<file path="src/verilog/blit_reg_pkg.sv">
/* Blitter A1 register map
   Select codes and field types for the A1 window registers */
package blit_reg_pkg;

	// Host register select codes
	typedef enum logic [2:0] {
		REG_BASE  = 3'd0,
		REG_FLAGS = 3'd1,
		REG_PTR   = 3'd2,
		REG_INC   = 3'd3,
		REG_INCF  = 3'd4,
		REG_WIN   = 3'd5,
		REG_FRAC  = 3'd6
	} blit_reg_e;

	// One x or y half of pointer, fraction, increment or window
	typedef logic [15:0] coord_t;

	// Host data word, y in the high half and x in the low half
	typedef logic [31:0] reg_word_t;

	// Window base counted in 8-byte phrases
	typedef logic [20:0] phrase_base_t;

	// Log2 of bits per pixel
	typedef logic [2:0] pix_size_t;

	// Log2 of line width in pixels
	typedef logic [3:0] width_exp_t;

endpackage

</file>
<file path="src/verilog/blit_ctrl_pkg.sv">
/* Blitter pixel sequencer types
   Run state encoding and pixel count width */
package blit_ctrl_pkg;

	// Sequencer states
	typedef enum logic [1:0] {
		SEQ_IDLE = 2'd0,
		SEQ_RUN  = 2'd1,
		SEQ_DONE = 2'd2
	} seq_state_e;

	// Pixels in one run
	typedef logic [15:0] pix_count_t;

endpackage

</file>
<file path="src/verilog/blit_addr_regs.sv">
/* A1 window register file
   Host write decode, flag field extraction and registered readback */
`timescale 1ns/100ps

module blit_addr_regs
	import blit_reg_pkg::*;
(
	input  logic         sys_clk,
	input  logic         rst_n,
	input  logic         reg_wr,
	input  logic         reg_rd,
	input  blit_reg_e    reg_sel,
	input  reg_word_t    reg_wdata,
	input  logic         busy,
	input  coord_t       ptr_x,
	input  coord_t       ptr_y,
	input  coord_t       frac_x,
	input  coord_t       frac_y,
	output logic         ptr_ld,
	output reg_word_t    ptr_wdata,
	output phrase_base_t base,
	output pix_size_t    pixsize,
	output width_exp_t   width_exp,
	output coord_t       inc_x,
	output coord_t       inc_y,
	output coord_t       incf_x,
	output coord_t       incf_y,
	output coord_t       win_x,
	output coord_t       win_y,
	output reg_word_t    reg_rdata,
	output logic         rd_valid
);

	// Full words kept so base and flags read back as written
	reg_word_t base_word;
	reg_word_t flags_word;
	reg_word_t rd_mux;

	// Pointer load, blocked during a run
	assign ptr_ld    = reg_wr && (reg_sel == REG_PTR) && !busy;
	assign ptr_wdata = reg_wdata;

	// Phrase base from bits 23:3
	assign base = base_word[23:3];
	// Flag fields
	assign pixsize   = flags_word[5:3];
	assign width_exp = flags_word[12:9];

	// Window registers; REG_PTR goes to the stepper, REG_FRAC is read-only
	always_ff @(posedge sys_clk or negedge rst_n) begin
		if (!rst_n) begin
			base_word  <= '0;
			flags_word <= '0;
			inc_x      <= '0;
			inc_y      <= '0;
			incf_x     <= '0;
			incf_y     <= '0;
			win_x      <= '0;
			win_y      <= '0;
		end else if (reg_wr) begin
			case (reg_sel)
				REG_BASE:  base_word <= reg_wdata;
				REG_FLAGS: flags_word <= reg_wdata;
				REG_INC: begin
					inc_x <= reg_wdata[15:0];
					inc_y <= reg_wdata[31:16];
				end
				REG_INCF: begin
					incf_x <= reg_wdata[15:0];
					incf_y <= reg_wdata[31:16];
				end
				REG_WIN: begin
					win_x <= reg_wdata[15:0];
					win_y <= reg_wdata[31:16];
				end
				default: ;
			endcase
		end
	end

	// Readback select
	always_comb begin
		case (reg_sel)
			REG_BASE:  rd_mux = base_word;
			REG_FLAGS: rd_mux = flags_word;
			REG_PTR:   rd_mux = {ptr_y, ptr_x};
			REG_INC:   rd_mux = {inc_y, inc_x};
			REG_INCF:  rd_mux = {incf_y, incf_x};
			REG_WIN:   rd_mux = {win_y, win_x};
			REG_FRAC:  rd_mux = {frac_y, frac_x};
			default:   rd_mux = '0;
		endcase
	end

	// One cycle read latency
	always_ff @(posedge sys_clk) begin
		if (reg_rd) begin
			reg_rdata <= rd_mux;
		end
	end

	always_ff @(posedge sys_clk or negedge rst_n) begin
		if (!rst_n) begin
			rd_valid <= 1'b0;
		end else begin
			rd_valid <= reg_rd;
		end
	end

endmodule

</file>
<file path="src/verilog/blit_ptr_step.sv">
/* A1 pointer stepper
   Pointer and fraction registers with host load and fractional-carry step */
`timescale 1ns/100ps

module blit_ptr_step
	import blit_reg_pkg::*;
(
	input  logic      sys_clk,
	input  logic      rst_n,
	input  logic      ptr_ld,
	input  logic      step,
	input  reg_word_t ptr_wdata,
	input  coord_t    inc_x,
	input  coord_t    inc_y,
	input  coord_t    incf_x,
	input  coord_t    incf_y,
	output coord_t    ptr_x,
	output coord_t    ptr_y,
	output coord_t    frac_x,
	output coord_t    frac_y
);

	// Next pointer in the high half, next fraction in the low half
	reg_word_t next_x;
	reg_word_t next_y;

	// One axis step
	// Fraction wraps, its carry goes into the integer add
	function automatic reg_word_t axis_step(coord_t ptr, coord_t frac, coord_t inc,
		coord_t incf);
		logic [16:0] frac_sum;
		coord_t      ptr_sum;
		frac_sum = {1'b0, frac} + {1'b0, incf};
		ptr_sum  = ptr + inc + coord_t'(frac_sum[16]);
		return {ptr_sum, frac_sum[15:0]};
	endfunction

	assign next_x = axis_step(ptr_x, frac_x, inc_x, incf_x);
	assign next_y = axis_step(ptr_y, frac_y, inc_y, incf_y);

	always_ff @(posedge sys_clk or negedge rst_n) begin
		if (!rst_n) begin
			ptr_x  <= '0;
			ptr_y  <= '0;
			frac_x <= '0;
			frac_y <= '0;
		end else if (ptr_ld) begin
			// Host load, fraction restarts at zero
			ptr_x  <= ptr_wdata[15:0];
			ptr_y  <= ptr_wdata[31:16];
			frac_x <= '0;
			frac_y <= '0;
		end else if (step) begin
			ptr_x  <= next_x[31:16];
			frac_x <= next_x[15:0];
			ptr_y  <= next_y[31:16];
			frac_y <= next_y[15:0];
		end
	end

endmodule

</file>
<file path="src/verilog/blit_addr_gen.sv">
/* A1 address generator
   Two-stage pipe from pointer to byte address, bit offset and outside flag */
`timescale 1ns/100ps

module blit_addr_gen
	import blit_reg_pkg::*;
#(
	parameter int ADDR_W = 24
) (
	input  logic              sys_clk,
	input  logic              rst_n,
	input  logic              issue,
	input  coord_t            ptr_x,
	input  coord_t            ptr_y,
	input  coord_t            win_x,
	input  coord_t            win_y,
	input  phrase_base_t      base,
	input  pix_size_t         pixsize,
	input  width_exp_t        width_exp,
	output logic              addr_valid,
	output logic [ADDR_W-1:0] address,
	output logic [2:0]        pixa,
	output logic              outside
);

	// Line offset in pixels, y shifted by up to 15 plus x
	logic [31:0]  offset;
	// Stage one
	logic         vld_q;
	logic         out_q;
	logic [31:0]  offset_q;
	pix_size_t    pix_q;
	phrase_base_t base_q;
	// Offset scaled to bits
	logic [36:0]  bit_pos;

	assign offset  = (32'(ptr_y) << width_exp) + 32'(ptr_x);
	assign bit_pos = 37'(offset_q) << pix_q;

	// Valid bits
	always_ff @(posedge sys_clk or negedge rst_n) begin
		if (!rst_n) begin
			vld_q      <= 1'b0;
			addr_valid <= 1'b0;
		end else begin
			vld_q      <= issue;
			addr_valid <= vld_q;
		end
	end

	// Window compare and offset, unsigned
	always_ff @(posedge sys_clk) begin
		out_q    <= (ptr_x >= win_x) || (ptr_y >= win_y);
		offset_q <= offset;
		pix_q    <= pixsize;
		base_q   <= base;
	end

	// Phrase base in bytes plus the byte part of the bit position
	always_ff @(posedge sys_clk) begin
		address <= ADDR_W'({base_q, 3'b000}) + ADDR_W'(bit_pos[36:3]);
		pixa    <= bit_pos[2:0];
		outside <= out_q;
	end

endmodule

</file>
<file path="src/verilog/blit_pixel_seq.sv">
/* A1 pixel sequencer
   Counts pixels of a run, drives step and issue, flags busy and done */
`timescale 1ns/100ps

module blit_pixel_seq
	import blit_ctrl_pkg::*;
(
	input  logic       sys_clk,
	input  logic       rst_n,
	input  logic       start,
	input  pix_count_t pix_count,
	output logic       step,
	output logic       issue,
	output logic       busy,
	output logic       done
);

	seq_state_e state;
	// Pixels left including the current one
	pix_count_t remain;

	// One pixel per cycle in SEQ_RUN
	assign issue = (state == SEQ_RUN);
	assign step  = (state == SEQ_RUN);
	assign busy  = (state == SEQ_RUN);
	assign done  = (state == SEQ_DONE);

	always_ff @(posedge sys_clk or negedge rst_n) begin
		if (!rst_n) begin
			state  <= SEQ_IDLE;
			remain <= '0;
		end else begin
			case (state)
				SEQ_IDLE: begin
					if (start) begin
						remain <= pix_count;
						// Empty run only pulses done
						state  <= (pix_count == '0) ? SEQ_DONE : SEQ_RUN;
					end
				end
				SEQ_RUN: begin
					remain <= remain - 1'b1;
					if (remain == pix_count_t'(1)) begin
						state <= SEQ_DONE;
					end
				end
				SEQ_DONE: begin
					state <= SEQ_IDLE;
				end
				default: begin
					state <= SEQ_IDLE;
				end
			endcase
		end
	end

endmodule

</file>
<file path="src/verilog/blit_addr_unit.sv">
/* Blitter A1 address unit
   Register file, pointer stepper, address pipe and pixel sequencer */
`timescale 1ns/100ps

module blit_addr_unit
	import blit_reg_pkg::*, blit_ctrl_pkg::*;
#(
	parameter int ADDR_W = 24
) (
	input  logic              sys_clk,
	input  logic              rst_n,
	input  logic              reg_wr,
	input  logic              reg_rd,
	input  logic              start,
	input  blit_reg_e         reg_sel,
	input  reg_word_t         reg_wdata,
	input  pix_count_t        pix_count,
	output reg_word_t         reg_rdata,
	output logic              rd_valid,
	output logic              addr_valid,
	output logic              outside,
	output logic              busy,
	output logic              done,
	output logic [ADDR_W-1:0] address,
	output logic [2:0]        pixa
);

	// Register file to stepper and address pipe
	logic         ptr_ld;
	reg_word_t    ptr_wdata;
	phrase_base_t base;
	pix_size_t    pixsize;
	width_exp_t   width_exp;
	coord_t       inc_x;
	coord_t       inc_y;
	coord_t       incf_x;
	coord_t       incf_y;
	coord_t       win_x;
	coord_t       win_y;
	// Live pointer and fraction
	coord_t       ptr_x;
	coord_t       ptr_y;
	coord_t       frac_x;
	coord_t       frac_y;
	// Sequencer strobes
	logic         step;
	logic         issue;

	blit_addr_regs u_regs (
		.sys_clk   (sys_clk),
		.rst_n     (rst_n),
		.reg_wr    (reg_wr),
		.reg_rd    (reg_rd),
		.reg_sel   (reg_sel),
		.reg_wdata (reg_wdata),
		.busy      (busy),
		.ptr_x     (ptr_x),
		.ptr_y     (ptr_y),
		.frac_x    (frac_x),
		.frac_y    (frac_y),
		.ptr_ld    (ptr_ld),
		.ptr_wdata (ptr_wdata),
		.base      (base),
		.pixsize   (pixsize),
		.width_exp (width_exp),
		.inc_x     (inc_x),
		.inc_y     (inc_y),
		.incf_x    (incf_x),
		.incf_y    (incf_y),
		.win_x     (win_x),
		.win_y     (win_y),
		.reg_rdata (reg_rdata),
		.rd_valid  (rd_valid)
	);

	blit_ptr_step u_ptr_step (
		.sys_clk   (sys_clk),
		.rst_n     (rst_n),
		.ptr_ld    (ptr_ld),
		.step      (step),
		.ptr_wdata (ptr_wdata),
		.inc_x     (inc_x),
		.inc_y     (inc_y),
		.incf_x    (incf_x),
		.incf_y    (incf_y),
		.ptr_x     (ptr_x),
		.ptr_y     (ptr_y),
		.frac_x    (frac_x),
		.frac_y    (frac_y)
	);

	blit_addr_gen #(
		.ADDR_W (ADDR_W)
	) u_addr_gen (
		.sys_clk    (sys_clk),
		.rst_n      (rst_n),
		.issue      (issue),
		.ptr_x      (ptr_x),
		.ptr_y      (ptr_y),
		.win_x      (win_x),
		.win_y      (win_y),
		.base       (base),
		.pixsize    (pixsize),
		.width_exp  (width_exp),
		.addr_valid (addr_valid),
		.address    (address),
		.pixa       (pixa),
		.outside    (outside)
	);

	blit_pixel_seq u_pixel_seq (
		.sys_clk   (sys_clk),
		.rst_n     (rst_n),
		.start     (start),
		.pix_count (pix_count),
		.step      (step),
		.issue     (issue),
		.busy      (busy),
		.done      (done)
	);

endmodule

</file>
<file path="config.mk">
export PLATFORM = sky130hd
export DESIGN_NAME = blit_addr_unit
export DESIGN_NICKNAME = d
export VERILOG_FILES = /design/src/verilog/blit_reg_pkg.sv /design/src/verilog/blit_ctrl_pkg.sv /design/src/verilog/blit_addr_regs.sv /design/src/verilog/blit_ptr_step.sv /design/src/verilog/blit_addr_gen.sv /design/src/verilog/blit_pixel_seq.sv /design/src/verilog/blit_addr_unit.sv
export SDC_FILE = /design/constraint.sdc
export NUM_CORES = 1
export LEC_CHECK = 0
export BUFFER_PORTS_ARGS = -buffer_cell sky130_fd_sc_hd__buf_2
export CAP_MARGIN = 5
export CORE_MARGIN = 3
export CORE_UTILIZATION = 40
export CTS_CLUSTER_SIZE = 8
export DETAILED_ROUTE_END_ITERATION = 12
export SKIP_LAST_GASP = 1
export SLEW_MARGIN = 30
export SYNTH_ARGS = -nofsm -noshare
export SYNTH_HDL_FRONTEND = slang
export SYNTH_SLANG_ARGS = --single-unit
</file>
<file path="constraint.sdc">
create_clock -name sys_clk -period 4.7 [get_ports sys_clk]
set_input_delay 0.47 -clock sys_clk [delete_from_list [all_inputs] [get_ports sys_clk]]
set_output_delay 0.47 -clock sys_clk [all_outputs]
set_load 0.005 [all_outputs]
</file>
==> results.tsv <==
metric	value	unit
wire_per_inst	21.6	µm
ys_types	86	
crit_fanout	2	
avgSynthCellArea	10.4	µm²
holdPathStages	2	
ant_nets	0	
port_buffers	119	
rr_startpoint	u_ptr_step.frac_x[0]$_DFFE_PN0P_	
worstHoldStart	reg_wdata[31]	
seq_area_frac_synth	40.8	%
antenna_found_initial	5	
synthArstFlopShare	68.6	%
cts_root_buffer	clkbuf_16	
holdPathEnd	u_regs.inc_y[15]$_DFFE_PN0P_	
max_freq	216	MHz
grt_pass1_vias	16500	
finalClockSkew	0.0153	ns
rsz0062_at_grt	true	
r2r-end	u_ptr_step.ptr_x[13]$_DFFE_PN0P_	
vdd_drop_max	0.295	mV
maxCapViolCount	0	
rows	83	
htreeDepth	2	
hold_violations	0	
hold_path_class	primary input to flip-flop	
place.gp.congestion	0.898	
cts_made_buffers	50	
area_growth	14.4	%
drc	0	
worst_setup_path_end_kind	flip-flop	
fp.dieH	237	µm
layout-drive-gt1-share	23.3	%
dp_hpwl	43900	µm
synth_nets	2238	
synth-edff-count	32	
fin_crit_sh	98.5	%
worstSetupStartpointType	flip-flop	
wl	62300	µm
grt_pass1_wl	97100	µm
cts_tree	built	
fp.dieW	237	µm
netlist_area	0.0213	mm²
core_area	0.0520	mm²
arrival	5.07	ns
setup_violations	0	
fin_crit	4.63	ns
viasPerCell	5.79	
dieArea	0.0560	mm²
drt_iter0_markers	1124	
initial_core_util	40.9	%
rr_worst_depth	20	
r2r_slack	0.07	ns
p_per_area	687	mW/mm²
synth_seq_cells	357	
dp.cells	2798	
synthCells	2044	
grt_max_degree	82	
clock-sinks	357	
clk_pin_slew	0.05	ns
critPathRequiredTime	5.14	ns
clk_latency	0.59	ns
firstDrtPassIters	5	
clockBufferDepth	3	
status	completed	
io_pins	120	
grt_use_total	21.9	%
fin_nets	2370	
hold_slack	0.194	ns
synthFlopType	dfrtp_1	
relSlewSlack	31.2	%
drv_slew	0	
fill_cells	4837	
post-route-util	46.8	%
tightest_slew	1.03	ns
vias	16700	
grt_overflow	0	
power_leakage	10.6	nW
synth_warnings	0	
fin_area	0.0243	mm²
dpl-instance-area	0.0228	mm²
stdcell_count	2892	
critPathKind	flip-flop to flip-flop	
-- placed cells by master, fill, tap and decap left out, drive strengths merged, types with 37 or more instances in the layout --
master	count
a21oi	125
buf	176
clkbuf	83
dfrtp	245
dfxtp	80
ha	130
inv	82
mux2	199
mux2i	89
mux4	37
nand2	148
nor2	142
o21ai	103
o22ai	50
xnor2	55
-- cell families (layout without fill, tap and decap cells) --
kind of cell | Yosys count | after routing | synth area share, %
xor gates and xnor gates | 83 | 83 | 3.42
and+or+nand+nor | 475 | 475 | 10.4
DFF | 357 | 357 | 40.8
muxes | 325 | 325 | 18.6
other | 0 | 3 | 0
adders and majority gates | 138 | 138 | 8.39
buffers and inverters | 178 | 343 | 3.26
AOI/OAI and AO/OA | 488 | 488 | 15.0
-- report_power, final --
part	leakage (nW)	switching [mW]	internal, mW
Combinational	5.97	4.25	3.86
Sequential	3.90	1.04	4.18
Clock	0.681	1.38	2.00
-- sequential cells by signal (all words and copies together), names as in the netlist, 21 cells and up --
| name | flops |
|---|---|
| u_regs.base_word | 32 |
| u_addr_gen.offset_q | 27 |
| u_regs.reg_rdata | 32 |
| u_addr_gen.address | 24 |
| u_regs.flags_word | 32 |
| u_addr_gen.base_q | 21 |
-- cell type report --
cell class                      count  area, µm²  area share, %
Sequential cell                   357       8690           35.7
Clock inverter                      2       28.8          0.118
Inverter                           81        304           1.25
Multi-Input combinational cell   1509      12000           49.3
Tap cell                          680        851           3.50
Timing Repair Buffer              177       1050           4.32
Antenna cell                        3       7.51         0.0308
Clock buffer                       83       1400           5.74
-- synth_stat cells, types with 7 or more instances --
cell type | n | area, µm²
a211oi_1 | 13 | 97.6
a21o_1 | 36 | 270
a21oi_1 | 125 | 626
a221oi_1 | 7 | 61.3
a22oi_1 | 7 | 52.6
a31oi_1 | 19 | 119
and2_1 | 9 | 56.3
and3_1 | 14 | 87.6
buf_1 | 26 | 97.6
clkbuf_1 | 62 | 233
dfrtp_1 | 245 | 6130
dfxtp_1 | 80 | 1600
edfxtp_1 | 32 | 961
fa_1 | 8 | 160
ha_1 | 130 | 1630
inv_1 | 76 | 285
mux2_1 | 7 | 78.8
mux2_2 | 192 | 2160
mux2i_1 | 89 | 891
mux4_2 | 36 | 811
nand2_1 | 148 | 556
nand2b_1 | 13 | 81.3
nand3_1 | 30 | 150
nand4_1 | 10 | 62.6
nor2_1 | 142 | 533
nor2b_1 | 21 | 131
nor3_1 | 34 | 170
nor3b_1 | 7 | 52.6
nor4_1 | 10 | 62.6
o211ai_1 | 12 | 90.1
o21a_1 | 16 | 120
o21ai_0 | 98 | 490
o21bai_1 | 15 | 113
o22ai_1 | 50 | 313
o31ai_1 | 12 | 90.1
or3_1 | 12 | 75.1
xnor2_1 | 55 | 482
xor2_1 | 28 | 245
-- how the worst max path moves through the flow --
stage                                           startpoint                                to  slack [ns]  depth (start not counted)
after floorplan               u_regs.incf_x[0]$_DFFE_PN0P_  u_ptr_step.ptr_x[15]$_DFFE_PN0P_        0.18                         19
after global placement        u_regs.incf_x[0]$_DFFE_PN0P_  u_ptr_step.ptr_x[15]$_DFFE_PN0P_       -0.07                         19
after detailed placement      u_regs.incf_y[0]$_DFFE_PN0P_  u_ptr_step.ptr_y[15]$_DFFE_PN0P_       -0.32                         19
after CTS                     u_regs.incf_x[0]$_DFFE_PN0P_  u_ptr_step.ptr_x[15]$_DFFE_PN0P_        0.01                         19
after global routing      u_ptr_step.frac_x[0]$_DFFE_PN0P_  u_ptr_step.ptr_x[13]$_DFFE_PN0P_       -0.10                         20
final                     u_ptr_step.frac_x[0]$_DFFE_PN0P_  u_ptr_step.ptr_x[13]$_DFFE_PN0P_        0.07                         20
-- layer usage --
metal / routed length [µm] / GRT usage, % / vias to the layer above
met5: 13 / 0 / -
met4: 1520 / 5.72 / 2
met2: 28400 / 34.8 / 500
met3: 3680 / 3.75 / 104
li1: - / - / 7828
met1: 28700 / 30.9 / 8300
-- per-stage QoR --
step	setup slack [ns]	setup TNS, ns	power (mW)
final	0.0696	0	16.7
after global routing	-0.103	-0.233	18.0
after CTS	0.0133	0	16.6
after detailed placement	-0.323	-0.581	13.1
after global placement	-0.0681	-0.133	13.0
after floorplan	0.180	0	10.9
-- timing repair --
item                                    in CTS  in global routing
pin swaps                                    3                 23
setup buffers                                1                  4
endpoints found under the setup margin       4                 11
hold buffers                                 1                  0
hold endpoints to repair                    71                  0
gates resized for setup                      8                 15
-- critical path, cell delays in order (launching register included) --
cell,delay [ns]
dfrtp_1,0.38
ha_2,0.21
fa_2,0.38
a21oi_2,0.14
o21bai_1,0.09
a21oi_1,0.20
o21ai_1,0.11
a41o_1,0.26
o211a_1,0.22
a21o_1,0.17
a21oi_2,0.16
fa_2,0.24
nor2b_2,0.05
o31a_1,0.32
or4_4,0.52
a221oi_4,0.33
buf_4,0.17
a21oi_1,0.08
a21o_1,0.19
a211oi_2,0.19
o41ai_1,0.08
No activity file was read; power rests on OpenSTA's default activity.
